===== config.mk =====
export PLATFORM = sky130hd
export DESIGN_NAME = cpu_frontend
export DESIGN_NICKNAME = d
export VERILOG_FILES = /design/src/hw/rv32i_types_pkg.sv /design/src/hw/frontend_pkg.sv /design/src/hw/fetch_stage.sv /design/src/hw/decode_stage.sv /design/src/hw/inst_queue.sv /design/src/hw/dispatch_stage.sv /design/src/hw/cpu_frontend.sv
export SDC_FILE = /design/constraint.sdc
export NUM_CORES = 1
export LEC_CHECK = 0
export BUFFER_PORTS_ARGS = -buffer_cell sky130_fd_sc_hd__buf_2
export CAP_MARGIN = 25
export CORE_MARGIN = 1.5
export CORE_UTILIZATION = 35
export DETAILED_ROUTE_END_ITERATION = 6
export PLACE_DENSITY = 0.52
export SYNTH_ARGS = -nofsm -noshare
export SYNTH_HDL_FRONTEND = slang
export SYNTH_SLANG_ARGS = --single-unit

===== constraint.sdc =====
create_clock -name clk -period 38.9 [get_ports clk]
set_input_delay 5.835 -clock clk [delete_from_list [all_inputs] [get_ports clk]]
set_output_delay 5.835 -clock clk [all_outputs]
set_load 0.005 [all_outputs]

===== src/hw/rv32i_types_pkg.sv =====
package rv32i_types_pkg;

    // Base integer width of RV32I
    localparam int XLEN = 32;

    // Field widths inside a 32-bit instruction
    localparam int OPCODE_W   = 7;
    localparam int REG_ADDR_W = 5;
    localparam int FUNCT3_W   = 3;
    localparam int FUNCT7_W   = 7;

    // Every instruction is one word, no compressed extension
    localparam int INST_BYTES = 4;

    // Raw instruction or data word
    typedef logic [XLEN-1:0] word_t;

    // Byte address of an instruction
    typedef logic [XLEN-1:0] pc_t;

    // Architectural register index, x0 to x31
    typedef logic [REG_ADDR_W-1:0] reg_addr_t;

    // Minor opcode fields
    typedef logic [FUNCT3_W-1:0] funct3_t;
    typedef logic [FUNCT7_W-1:0] funct7_t;

    // Major opcodes, encoded with their real bits [6:0]
    // The all-zero encoding is not used by RV32I and marks an unknown opcode
    typedef enum logic [OPCODE_W-1:0] {
        // U-type
        op_lui     = 7'b0110111,
        op_auipc   = 7'b0010111,
        // J-type
        op_jal     = 7'b1101111,
        // I-type jump
        op_jalr    = 7'b1100111,
        // B-type
        op_branch  = 7'b1100011,
        // I-type load
        op_load    = 7'b0000011,
        // S-type
        op_store   = 7'b0100011,
        // I-type arithmetic
        op_imm     = 7'b0010011,
        // R-type arithmetic
        op_reg     = 7'b0110011,
        // ecall, ebreak and csr access
        op_system  = 7'b1110011,
        // Anything else
        op_illegal = 7'b0000000
    } opcode_e;

endpackage


===== src/hw/frontend_pkg.sv =====
package frontend_pkg;

    // First address fetched after reset
    localparam rv32i_types_pkg::pc_t RESET_PC = 32'h0000_0000;

    // Instruction queue geometry
    localparam int QUEUE_DEPTH = 8;
    localparam int QUEUE_PTR_W = 3;
    localparam int QUEUE_CNT_W = 4;

    // Entries reserved for words still outside the queue
    // One word in memory and one word in decode
    localparam int QUEUE_SLACK = 2;

    // Queue pointer wraps by itself since depth is a power of two
    typedef logic [QUEUE_PTR_W-1:0] queue_ptr_t;

    // Count needs one more bit to tell full from empty
    typedef logic [QUEUE_CNT_W-1:0] queue_cnt_t;

    // Running program order of issued instructions
    typedef logic [63:0] order_t;

    // Word returned by instruction memory, with its address
    typedef struct packed {
        rv32i_types_pkg::pc_t   pc;
        rv32i_types_pkg::word_t inst;
    } fetch_packet_t;

    // One decoded instruction
    typedef struct packed {
        rv32i_types_pkg::pc_t       pc;
        rv32i_types_pkg::word_t     inst;
        rv32i_types_pkg::opcode_e   opcode;
        rv32i_types_pkg::reg_addr_t rd;
        rv32i_types_pkg::reg_addr_t rs1;
        rv32i_types_pkg::reg_addr_t rs2;
        rv32i_types_pkg::funct3_t   funct3;
        rv32i_types_pkg::funct7_t   funct7;
        // Sign-extended immediate, zero for R-type and system
        rv32i_types_pkg::word_t     imm;
        logic                       illegal;
    } decoded_inst_t;

    // Record handed to the back end
    typedef struct packed {
        decoded_inst_t dec;
        order_t        order;
    } issue_packet_t;

endpackage


===== src/hw/fetch_stage.sv =====
`timescale 1ns/1ps

module fetch_stage (
    input  logic                        clk,
    input  logic                        rst_n,
    input  logic                        queue_full,
    input  rv32i_types_pkg::word_t      imem_rdata,
    input  logic                        imem_resp,
    output rv32i_types_pkg::pc_t        imem_addr,
    output logic [3:0]                  imem_rmask,
    output logic                        fetch_valid,
    output frontend_pkg::fetch_packet_t fetch_packet
);

    // Address of the word being fetched or about to be fetched
    rv32i_types_pkg::pc_t pc;

    // High while a read is outstanding at the memory
    logic pending;

    // Response that closes the outstanding read
    logic resp_hit;

    assign resp_hit = pending && imem_resp;

    // Request control
    // Only one read in flight; a new one waits for an idle cycle
    // and for room in the queue
    always_ff @(posedge clk) begin
        if (!rst_n) begin
            pc      <= frontend_pkg::RESET_PC;
            pending <= 1'b0;
        end else begin
            if (resp_hit) begin
                pending <= 1'b0;
                // No branches yet, always the next sequential word
                pc      <= pc + rv32i_types_pkg::pc_t'(rv32i_types_pkg::INST_BYTES);
            end else if (!pending && !queue_full) begin
                pending <= 1'b1;
            end
        end
    end

    // Memory port
    // Address stays on pc for the whole request
    assign imem_addr  = pc;
    // Full word read while pending
    assign imem_rmask = pending ? 4'b1111 : 4'b0000;

    // Hand the word to decode in the same cycle it returns
    assign fetch_valid       = resp_hit;
    assign fetch_packet.pc   = pc;
    assign fetch_packet.inst = imem_rdata;

endmodule


===== src/hw/decode_stage.sv =====
`timescale 1ns/1ps

module decode_stage (
    input  logic                        clk,
    input  logic                        rst_n,
    input  logic                        fetch_valid,
    input  frontend_pkg::fetch_packet_t fetch_packet,
    output logic                        dec_valid,
    output frontend_pkg::decoded_inst_t dec_inst
);

    // Combinational decode result, captured on fetch_valid
    frontend_pkg::decoded_inst_t dec_next;

    // Word under decode
    rv32i_types_pkg::word_t w;

    // Immediates of every format, one of them is picked by opcode
    rv32i_types_pkg::word_t imm_i;
    rv32i_types_pkg::word_t imm_s;
    rv32i_types_pkg::word_t imm_b;
    rv32i_types_pkg::word_t imm_u;
    rv32i_types_pkg::word_t imm_j;

    assign w = fetch_packet.inst;

    // Format immediates, all sign-extended from bit 31
    assign imm_i = {{20{w[31]}}, w[31:20]};
    assign imm_s = {{20{w[31]}}, w[31:25], w[11:7]};
    assign imm_b = {{19{w[31]}}, w[31], w[7], w[30:25], w[11:8], 1'b0};
    assign imm_u = {w[31:12], 12'b0};
    assign imm_j = {{11{w[31]}}, w[31], w[19:12], w[20], w[30:21], 1'b0};

    always_comb begin
        dec_next.pc     = fetch_packet.pc;
        dec_next.inst   = w;
        // Register and function fields sit at fixed positions in every format
        dec_next.rd     = w[11:7];
        dec_next.rs1    = w[19:15];
        dec_next.rs2    = w[24:20];
        dec_next.funct3 = w[14:12];
        dec_next.funct7 = w[31:25];

        // Defaults for an unknown opcode
        dec_next.opcode  = rv32i_types_pkg::op_illegal;
        dec_next.imm     = '0;
        dec_next.illegal = 1'b1;

        case (w[6:0])
            rv32i_types_pkg::op_lui,
            rv32i_types_pkg::op_auipc: begin
                dec_next.opcode  = rv32i_types_pkg::opcode_e'(w[6:0]);
                dec_next.imm     = imm_u;
                dec_next.illegal = 1'b0;
            end
            rv32i_types_pkg::op_jal: begin
                dec_next.opcode  = rv32i_types_pkg::op_jal;
                dec_next.imm     = imm_j;
                dec_next.illegal = 1'b0;
            end
            rv32i_types_pkg::op_jalr,
            rv32i_types_pkg::op_load,
            rv32i_types_pkg::op_imm: begin
                dec_next.opcode  = rv32i_types_pkg::opcode_e'(w[6:0]);
                dec_next.imm     = imm_i;
                dec_next.illegal = 1'b0;
            end
            rv32i_types_pkg::op_branch: begin
                dec_next.opcode  = rv32i_types_pkg::op_branch;
                dec_next.imm     = imm_b;
                dec_next.illegal = 1'b0;
            end
            rv32i_types_pkg::op_store: begin
                dec_next.opcode  = rv32i_types_pkg::op_store;
                dec_next.imm     = imm_s;
                dec_next.illegal = 1'b0;
            end
            // R-type and system carry no immediate
            rv32i_types_pkg::op_reg,
            rv32i_types_pkg::op_system: begin
                dec_next.opcode  = rv32i_types_pkg::opcode_e'(w[6:0]);
                dec_next.illegal = 1'b0;
            end
            default: begin
                // Keep the illegal defaults
            end
        endcase
    end

    // Strobe follows fetch_valid by one cycle
    always_ff @(posedge clk) begin
        if (!rst_n) begin
            dec_valid <= 1'b0;
        end else begin
            dec_valid <= fetch_valid;
        end
    end

    // Record only changes when a new word arrives
    always_ff @(posedge clk) begin
        if (fetch_valid) begin
            dec_inst <= dec_next;
        end
    end

endmodule


===== src/hw/inst_queue.sv =====
`timescale 1ns/1ps

module inst_queue (
    input  logic                        clk,
    input  logic                        rst_n,
    input  logic                        push,
    input  frontend_pkg::decoded_inst_t push_inst,
    input  logic                        pop,
    output frontend_pkg::decoded_inst_t queue_head,
    output logic                        queue_empty,
    output logic                        queue_full
);

    // Entry storage
    frontend_pkg::decoded_inst_t mem [frontend_pkg::QUEUE_DEPTH];

    // Oldest entry at head_ptr and next free slot at tail_ptr
    frontend_pkg::queue_ptr_t head_ptr;
    frontend_pkg::queue_ptr_t tail_ptr;

    // Number of valid entries from 0 to QUEUE_DEPTH
    frontend_pkg::queue_cnt_t count;

    // Qualified requests
    logic do_push;
    logic do_pop;

    // Every slot taken
    logic all_taken;

    assign all_taken = (count == frontend_pkg::queue_cnt_t'(frontend_pkg::QUEUE_DEPTH));

    assign do_pop  = pop && !queue_empty;
    // A full queue still takes a push when the head leaves in the same cycle
    assign do_push = push && (!all_taken || do_pop);

    // Write port
    always_ff @(posedge clk) begin
        if (do_push) begin
            mem[tail_ptr] <= push_inst;
        end
    end

    // Pointers and occupancy
    always_ff @(posedge clk) begin
        if (!rst_n) begin
            head_ptr <= '0;
            tail_ptr <= '0;
            count    <= '0;
        end else begin
            // Pointer arithmetic wraps at QUEUE_DEPTH
            if (do_push) begin
                tail_ptr <= tail_ptr + 1'b1;
            end
            if (do_pop) begin
                head_ptr <= head_ptr + 1'b1;
            end
            case ({do_push, do_pop})
                2'b10:   count <= count + 1'b1;
                2'b01:   count <= count - 1'b1;
                default: count <= count;
            endcase
        end
    end

    // Head is always visible and only meaningful while not empty
    assign queue_head  = mem[head_ptr];
    assign queue_empty = (count == '0);

    // Early full leaves room for the words still in memory and decode
    assign queue_full = (int'(count) + frontend_pkg::QUEUE_SLACK) >= frontend_pkg::QUEUE_DEPTH;

endmodule


===== src/hw/dispatch_stage.sv =====
`timescale 1ns/1ps

module dispatch_stage (
    input  logic                        clk,
    input  logic                        rst_n,
    input  frontend_pkg::decoded_inst_t queue_head,
    input  logic                        queue_empty,
    output logic                        pop,
    input  logic                        issue_ready,
    output logic                        issue_valid,
    output frontend_pkg::issue_packet_t issue_packet
);

    // Order number for the next record loaded
    frontend_pkg::order_t next_order;

    // Output register frees up when empty or handed over this cycle
    logic out_free;

    assign out_free = !issue_valid || issue_ready;

    // Take the head whenever there is one and a place to put it
    assign pop = !queue_empty && out_free;

    // Control state
    always_ff @(posedge clk) begin
        if (!rst_n) begin
            issue_valid <= 1'b0;
            next_order  <= '0;
        end else begin
            if (pop) begin
                issue_valid <= 1'b1;
                // One step per popped record, so no gaps in order
                next_order  <= next_order + 64'd1;
            end else if (issue_ready) begin
                // Consumed and nothing to replace it
                issue_valid <= 1'b0;
            end
        end
    end

    // Payload holds while the downstream side stalls
    always_ff @(posedge clk) begin
        if (pop) begin
            issue_packet.dec   <= queue_head;
            issue_packet.order <= next_order;
        end
    end

endmodule


===== src/hw/cpu_frontend.sv =====
`timescale 1ns/1ps

module cpu_frontend (
    input  logic                        clk,
    input  logic                        rst_n,
    output rv32i_types_pkg::pc_t        imem_addr,
    output logic [3:0]                  imem_rmask,
    input  rv32i_types_pkg::word_t      imem_rdata,
    input  logic                        imem_resp,
    input  logic                        issue_ready,
    output logic                        issue_valid,
    output frontend_pkg::issue_packet_t issue_packet
);

    // Fetch to decode
    logic                        fetch_valid;
    frontend_pkg::fetch_packet_t fetch_packet;

    // Decode to queue
    logic                        dec_valid;
    frontend_pkg::decoded_inst_t dec_inst;

    // Queue status and head
    logic                        queue_full;
    logic                        queue_empty;
    frontend_pkg::decoded_inst_t queue_head;

    // Dispatch pop strobe
    logic                        pop;

    // Producer, throttled by the queue's early full level
    fetch_stage fetch_stage_i (
        .clk          (clk),
        .rst_n        (rst_n),
        .queue_full   (queue_full),
        .imem_rdata   (imem_rdata),
        .imem_resp    (imem_resp),
        .imem_addr    (imem_addr),
        .imem_rmask   (imem_rmask),
        .fetch_valid  (fetch_valid),
        .fetch_packet (fetch_packet)
    );

    decode_stage decode_stage_i (
        .clk          (clk),
        .rst_n        (rst_n),
        .fetch_valid  (fetch_valid),
        .fetch_packet (fetch_packet),
        .dec_valid    (dec_valid),
        .dec_inst     (dec_inst)
    );

    // Every decoded record is pushed, the slack guarantees room
    inst_queue inst_queue_i (
        .clk         (clk),
        .rst_n       (rst_n),
        .push        (dec_valid),
        .push_inst   (dec_inst),
        .pop         (pop),
        .queue_head  (queue_head),
        .queue_empty (queue_empty),
        .queue_full  (queue_full)
    );

    // Consumer, drives the issue port
    dispatch_stage dispatch_stage_i (
        .clk          (clk),
        .rst_n        (rst_n),
        .queue_head   (queue_head),
        .queue_empty  (queue_empty),
        .pop          (pop),
        .issue_ready  (issue_ready),
        .issue_valid  (issue_valid),
        .issue_packet (issue_packet)
    );

endmodule


* Word-level counts from Yosys, hierarchy flattened
Memory sizes are Yosys's and may differ from the RTL's. A register that Yosys moved wholly into a read port is not among the register bits.
Cells that the tools add are included.
W data, S select, Z words.
** Operators by class
- $add $sub $neg :: 7
- Order comparisons :: 1
- Equality and inequality tests :: 13
- Muxes and demuxes :: 9
- Bitwise operators :: 1
- Reduce and logical (&&, ||, !) cells :: 20
** Operator list (count)
- $pmux W32 S5 :: 1
- $add A64 B1 Y64 const B :: 1
- $add A32 B3 Y32 const B :: 1
- $ge A32 B5 Y1 const B :: 1
- $eq A7 B7 Y1 const B :: 4
- $pmux W7 S4 :: 1
- $eq A7 B6 Y1 const B :: 3
- $eq A7 B5 Y1 const B :: 2
- $reduce_or A10 Y1 :: 1
- $pmux W4 S2 :: 1
- $eq A7 B2 Y1 const B :: 1
- $reduce_or A7 Y1 :: 1
- $add A3 B1 Y3 const B :: 2
- $add A4 B2 Y5 const B :: 1
- $logic_and A1 B1 Y1 :: 5
- $logic_not A1 Y1 :: 5
- $mux W1 :: 5
- $add A4 B1 Y4 const B :: 1
- $eq A4 B4 Y1 const B :: 1
- $logic_not A4 Y1 :: 1
- $mux W4 :: 1
- $reduce_bool A2 Y1 :: 2
- $reduce_or A2 Y1 :: 2
- $sub A4 B1 Y4 const B :: 1
- other kinds (5) :: 6
** Storage, ports and cells
- Register bits after elaboration :: 302
- RAM bits :: 1032
- Input bits :: 36
- Output and inout port bits :: 230
- Word-level logic and storage cells :: 71
- Memories kept :: 1
** Memory list
- inst_queue_i.mem :: depth 8, width 129, read ports 1, clocked after memory_dff 1, wr ports 1, RTL line inst_queue.sv:15 : frontend_pkg::decoded_inst_t mem [frontend_pkg::QUEUE_DEPTH];

* Longest topological paths before layout
- Depth in word-level cells :: 8
- Gate-level depth with buffers :: 11
- Mapped depth without buffers :: 10

* Modules after synthesis
From an unflattened synthesis, not the netlist that was laid out.
** Unflattened totals
- Cell total of the unflattened synthesis :: 2609
- Area, all modules :: 54257.0 um^2
** By module, submodules not included
- inst_queue :: times used 1, cells each 1580, area each 39469.1 um^2, seq. area each 31250.0 um^2
- dispatch_stage :: times used 1, cells each 576, area each 8944.8 um^2, seq. area each 7096.8 um^2
- decode_stage :: times used 1, cells each 215, area each 3913.8 um^2, seq. area each 3143.0 um^2
- fetch_stage :: times used 1, cells each 238, area each 1929.4 um^2, seq. area each 620.6 um^2

* Worst setup path after synthesis
OpenSTA, ideal clock, no wires.
- Kind :: input-to-reg
- Start point :: input issue_ready
- End point :: memory inst_queue_i.mem[1][0] (netlist name), enable pin
- Setup time :: 849 ps
- Arrival :: 17066 ps
- Data required time :: 38051 ps
- Path slack :: 20984 ps
- Cell stages on the path :: 5
- Path buffers :: 1
- Cell sequence :: nor2b_1 > buf_6 > a31oi_1 > inv_1 > nor4b_1
** Between the ends
- Word-level cells in the longest chain between the ends :: 7
** RTL lines
- from (decl) :: RTL line cpu_frontend.sv:10 : input logic issue_ready,
- $logic_or A1 B1 Y1 :: RTL line dispatch_stage.sv:20 : assign out_free = !issue_valid || issue_ready;
- $logic_and A1 B1 Y1 :: RTL line dispatch_stage.sv:23 : assign pop = !queue_empty && out_free;
- $logic_and A1 B1 Y1 :: RTL line inst_queue.sv:33 : assign do_pop = pop && !queue_empty;
- $logic_or A1 B1 Y1 :: RTL line inst_queue.sv:35 : assign do_push = push && (!all_taken || do_pop);
- $logic_and A1 B1 Y1 :: RTL line inst_queue.sv:35
- $mux W1 :: RTL line inst_queue.sv:39 : if (do_push) begin
- $mux W1 (implied by the code) :: RTL line inst_queue.sv:40 : mem[tail_ptr] <= push_inst;
- to (decl) :: RTL line inst_queue.sv:15
Every way passes these cells.

* Worst setup path in the final report
- Start point :: input issue_ready
- End point :: memory inst_queue_i.mem[0][17] (netlist name), enable pin
The elaborated chain is that of the path after synthesis.

==> key figures <==
Floorplan
  – Die Height: roughly 360 µm
  – DIE AREA: 130000 µm²
  – Core box area: between 100000 and 150000 µm²
  – Num ports: about 270
  – Die width: 360 µm
  – Initial core utilization: 0.354
  – # rows: between 100 and 150

Pwr
  – VDD IR max: ~0.052 mV
  – Net Sw Power: 0.000813 W
  – Total power: approximately 0.0033 W
  – Internal: about 0.0025 W
  – Clk pwr share: 0.352
  – Comb power frac: 0.154
  – Power per cell area: roughly 64 nW/µm²
  – Switching share of power: 0.246
  – Leakage power: about 17 nW
  – Seq pwr share: 0.494

Routing
  – Number of vias per cell: between 5 and 6
  – DR pass1 iterations: 6
  – DRT Wirelength: around 100000 µm
  – Starting DRT DRC Count: approximately 1600
  – Antenna Nets Post-Route: 0
  – Vias: approximately 21000
  – DR DRC count: 0
  – Wire length per cell: between 20 and 25 µm

Synthesis
  – Ys flop type: edfxtp_1
  – Post-synth top area cell: edfxtp_1
  – Share of synthesized registers carrying an async set or reset: 0
  – Post-synthesis sequential area ratio: 0.777
  – Avg Inst Size Synth: approximately 20 µm²
  – Flops & latches, synth: around 1200
  – Top-count cell post-synth: edfxtp_1
  – Yosys top cell area share: 0.729
  – Synth Cell Area: 44600 µm²
  – Post-Syn Instances: roughly 2200
  – Post-synth EDFFs: 1084
  – Synth top cells by count: edfxtp_1 (1084), mux4_2 (204), dfxtp_1 (107)
  – Synth area leaders: edfxtp_1 (73%), mux4_2 (10%), dfxtp_1 (4.8%)
  – Synth cell types: 52
  – YS warnings: 0

Worst setup path
  – WS Path Type: input pin to flip-flop
  – Startpoint Class: input pin
  – CP required: about 40000 ps
  – Peak fanout along the critical path: 42
  – CP arrival: between 8000 and 9000 ps
  – Worst setup EP type: flip-flop

Timing
  – Worst Tran Pin Value: between 1500 and 2000 ps
  – Post-route minimum period: about 8500 ps
  – Total negative slack: 0 ps
  – Max Freq: roughly 120 MHz
  – Relative slew slack: -0.108
  – Period utilisation layout: 0.219
  – Final hold violations: 0
  – Unrepaired setup endpoints after global routing: false
  – Clock Skews: slightly below 30 ps
  – Setup-failing EPs final: 0
  – Hold slack: 467 ps
  – Final max-slew violation count: 60

CTS
  – Setup Buffers After CTS: 0
  – CTS buffer count: around 120
  – Clock tree sinks: ~1200
  – Clock Pin Slew Worst Setup and Hold Paths: approximately 60 ps
  – Worst skew pair latency: about 700 ps
  – Root Buffer: clkbuf_16
  – Htree depth: 3
  – Post-CTS Resized: 0
  – # hold bufs at CTS: 0
  – Clock buffer depth: 3
  – CTS tree: built

Placement
  – Gpl congestion: 0.763
  – Detailed placement HPWL: 56000 µm
  – Port bufs: 261

Global route
  – Initial antenna violation count: 3
  – Largest net degree at the start of global routing: 173
  – GRT Util Overall: 0.151
  – First-pass GRT wire length: approximately 150000 µm
  – Gr ovfl total: 0
  – Vias in the first global route: 22200

Final layout
  – Multi-input logic area: just over 9000 µm²
  – Layout overhead on the synthesized area: 15.9%
  – Register area: between 30000 and 40000 µm²
  – Final nets: 2527
  – Fillers: around 11000
  – Fraction of layout cells with a size suffix above 1: 0.312

Flow run
  – Max Cap Viol: 0

Run status
  – Failing checks: slew limit
  – Status: finished, violations left

Worst hold path
  – Hold WC Path Type: flip-flop to flip-flop
## area by class of cell
type / instances / area share
clock inverter: 65 / 0.0138
clock buffer: 157 / 0.0636
timing repair buffer: 298 / 0.0347
multi-input combinational: 852 / 0.176
sequential: 1191 / 0.671
antenna: 1 / 0.0000484
inverter: 19 / 0.00148
tap: 1650 / 0.0399
## cell usage in the layout, fill, tap and decap left out, types with 8 or more instances in the layout
| cell type | n |
|---|---|
| a21o_1 | 19 |
| a21oi_1 | 50 |
| and2_1 | 19 |
| and3_1 | 11 |
| and4_1 | 13 |
| buf_16 | 8 |
| buf_2 | 261 |
| buf_4 | 25 |
| bufinv_16 | 15 |
| clkbuf_1 | 28 |
| clkbuf_16 | 125 |
| clkinv_1 | 22 |
| clkinv_2 | 21 |
| dfxtp_1 | 104 |
| edfxtp_1 | 1084 |
| ha_1 | 8 |
| inv_1 | 17 |
| mux2_2 | 102 |
| mux4_2 | 204 |
| nand2_1 | 57 |
| nand3_1 | 37 |
| nand4_1 | 33 |
| nor2_1 | 78 |
| nor3_1 | 17 |
| nor4_1 | 16 |
| o21ai_0 | 33 |
| o31ai_1 | 8 |
| or3_1 | 24 |
| or4_1 | 9 |
| xnor2_1 | 34 |
| xor2_1 | 33 |
## stage by stage
step | area (µm²) | worst slack [ps] | cells | util
final | 51700 | 30380 | 4233 | 0.410
after global routing | 51700 | 30220 | 4232 | 0.410
after CTS | 51700 | 30390 | 4232 | 0.410
after detailed placement | 47700 | 29640 | 4010 | 0.379
after global placement | 47500 | 29520 | 4000 | 0.377
after floorplan | 44600 | 20980 | 2212 | -
## power groups by stage
stage	Clock (W)	Sequential, W	Combinational [W]
global placement	0	0.00166	0.000526
finish	0.00116	0.00164	0.000509
detailed placement	0	0.00166	0.000529
global route	0.00124	0.00165	0.000555
CTS	0.00120	0.00164	0.000533
floorplan	0	0.00165	0.000328
## final timing paths
kind	from	end	slack, ps	cells after the start
worst max-delay path	issue_ready	inst_queue_i.mem[0][17]$_DFFE_PP_	30380	9
worst min-delay path	dispatch_stage_i.next_order[63]$_SDFFE_PN0P_	dispatch_stage_i.issue_packet[63]$_DFFE_PP_	470	0
worst max register to register	inst_queue_i.head_ptr[0]$_SDFFE_PN0P_	dispatch_stage_i.issue_packet[72]$_DFFE_PP_	35000	5
worst min register to register	dispatch_stage_i.next_order[63]$_SDFFE_PN0P_	dispatch_stage_i.issue_packet[63]$_DFFE_PP_	470	0
## flip-flops by register name, indices dropped and copies added (netlist names), 3 cells and up
signal	flops
inst_queue_i.tail_ptr	3
inst_queue_i.head_ptr	3
inst_queue_i.count	4
fetch_stage_i.imem_addr	30
inst_queue_i.mem	816
dispatch_stage_i.issue_packet	166
decode_stage_i.dec_inst	102
dispatch_stage_i.next_order	64
## routing by layer
metal / track usage / wire, µm
met5: 0 / 0
met4: 0.0331 / 1730
met3: 0.0257 / 4350
met2: 0.255 / 48600
met1: 0.205 / 43700
## cell families after synthesis
group | Yosys count | share of synthesized area
muxes | 307 | 0.129
DFF | 1191 | 0.777
xor gates and xnor gates | 67 | 0.0131
and+or+nand+nor | 345 | 0.0421
other | 1 | 0.0000840
buffers and inverters | 169 | 0.0203
adders and majority gates | 8 | 0.00224
AOI/OAI and AO/OA | 121 | 0.0158
## worst max-delay path, cell delays in order
cell and delay (ps):
buf_2 90, nor2b_1 40, buf_4 190, a31oi_1 590, inv_1 310, nor4_2 200
buf_4 640, buf_4 590, buf_16 320
Power figures use the tool's default switching activity.
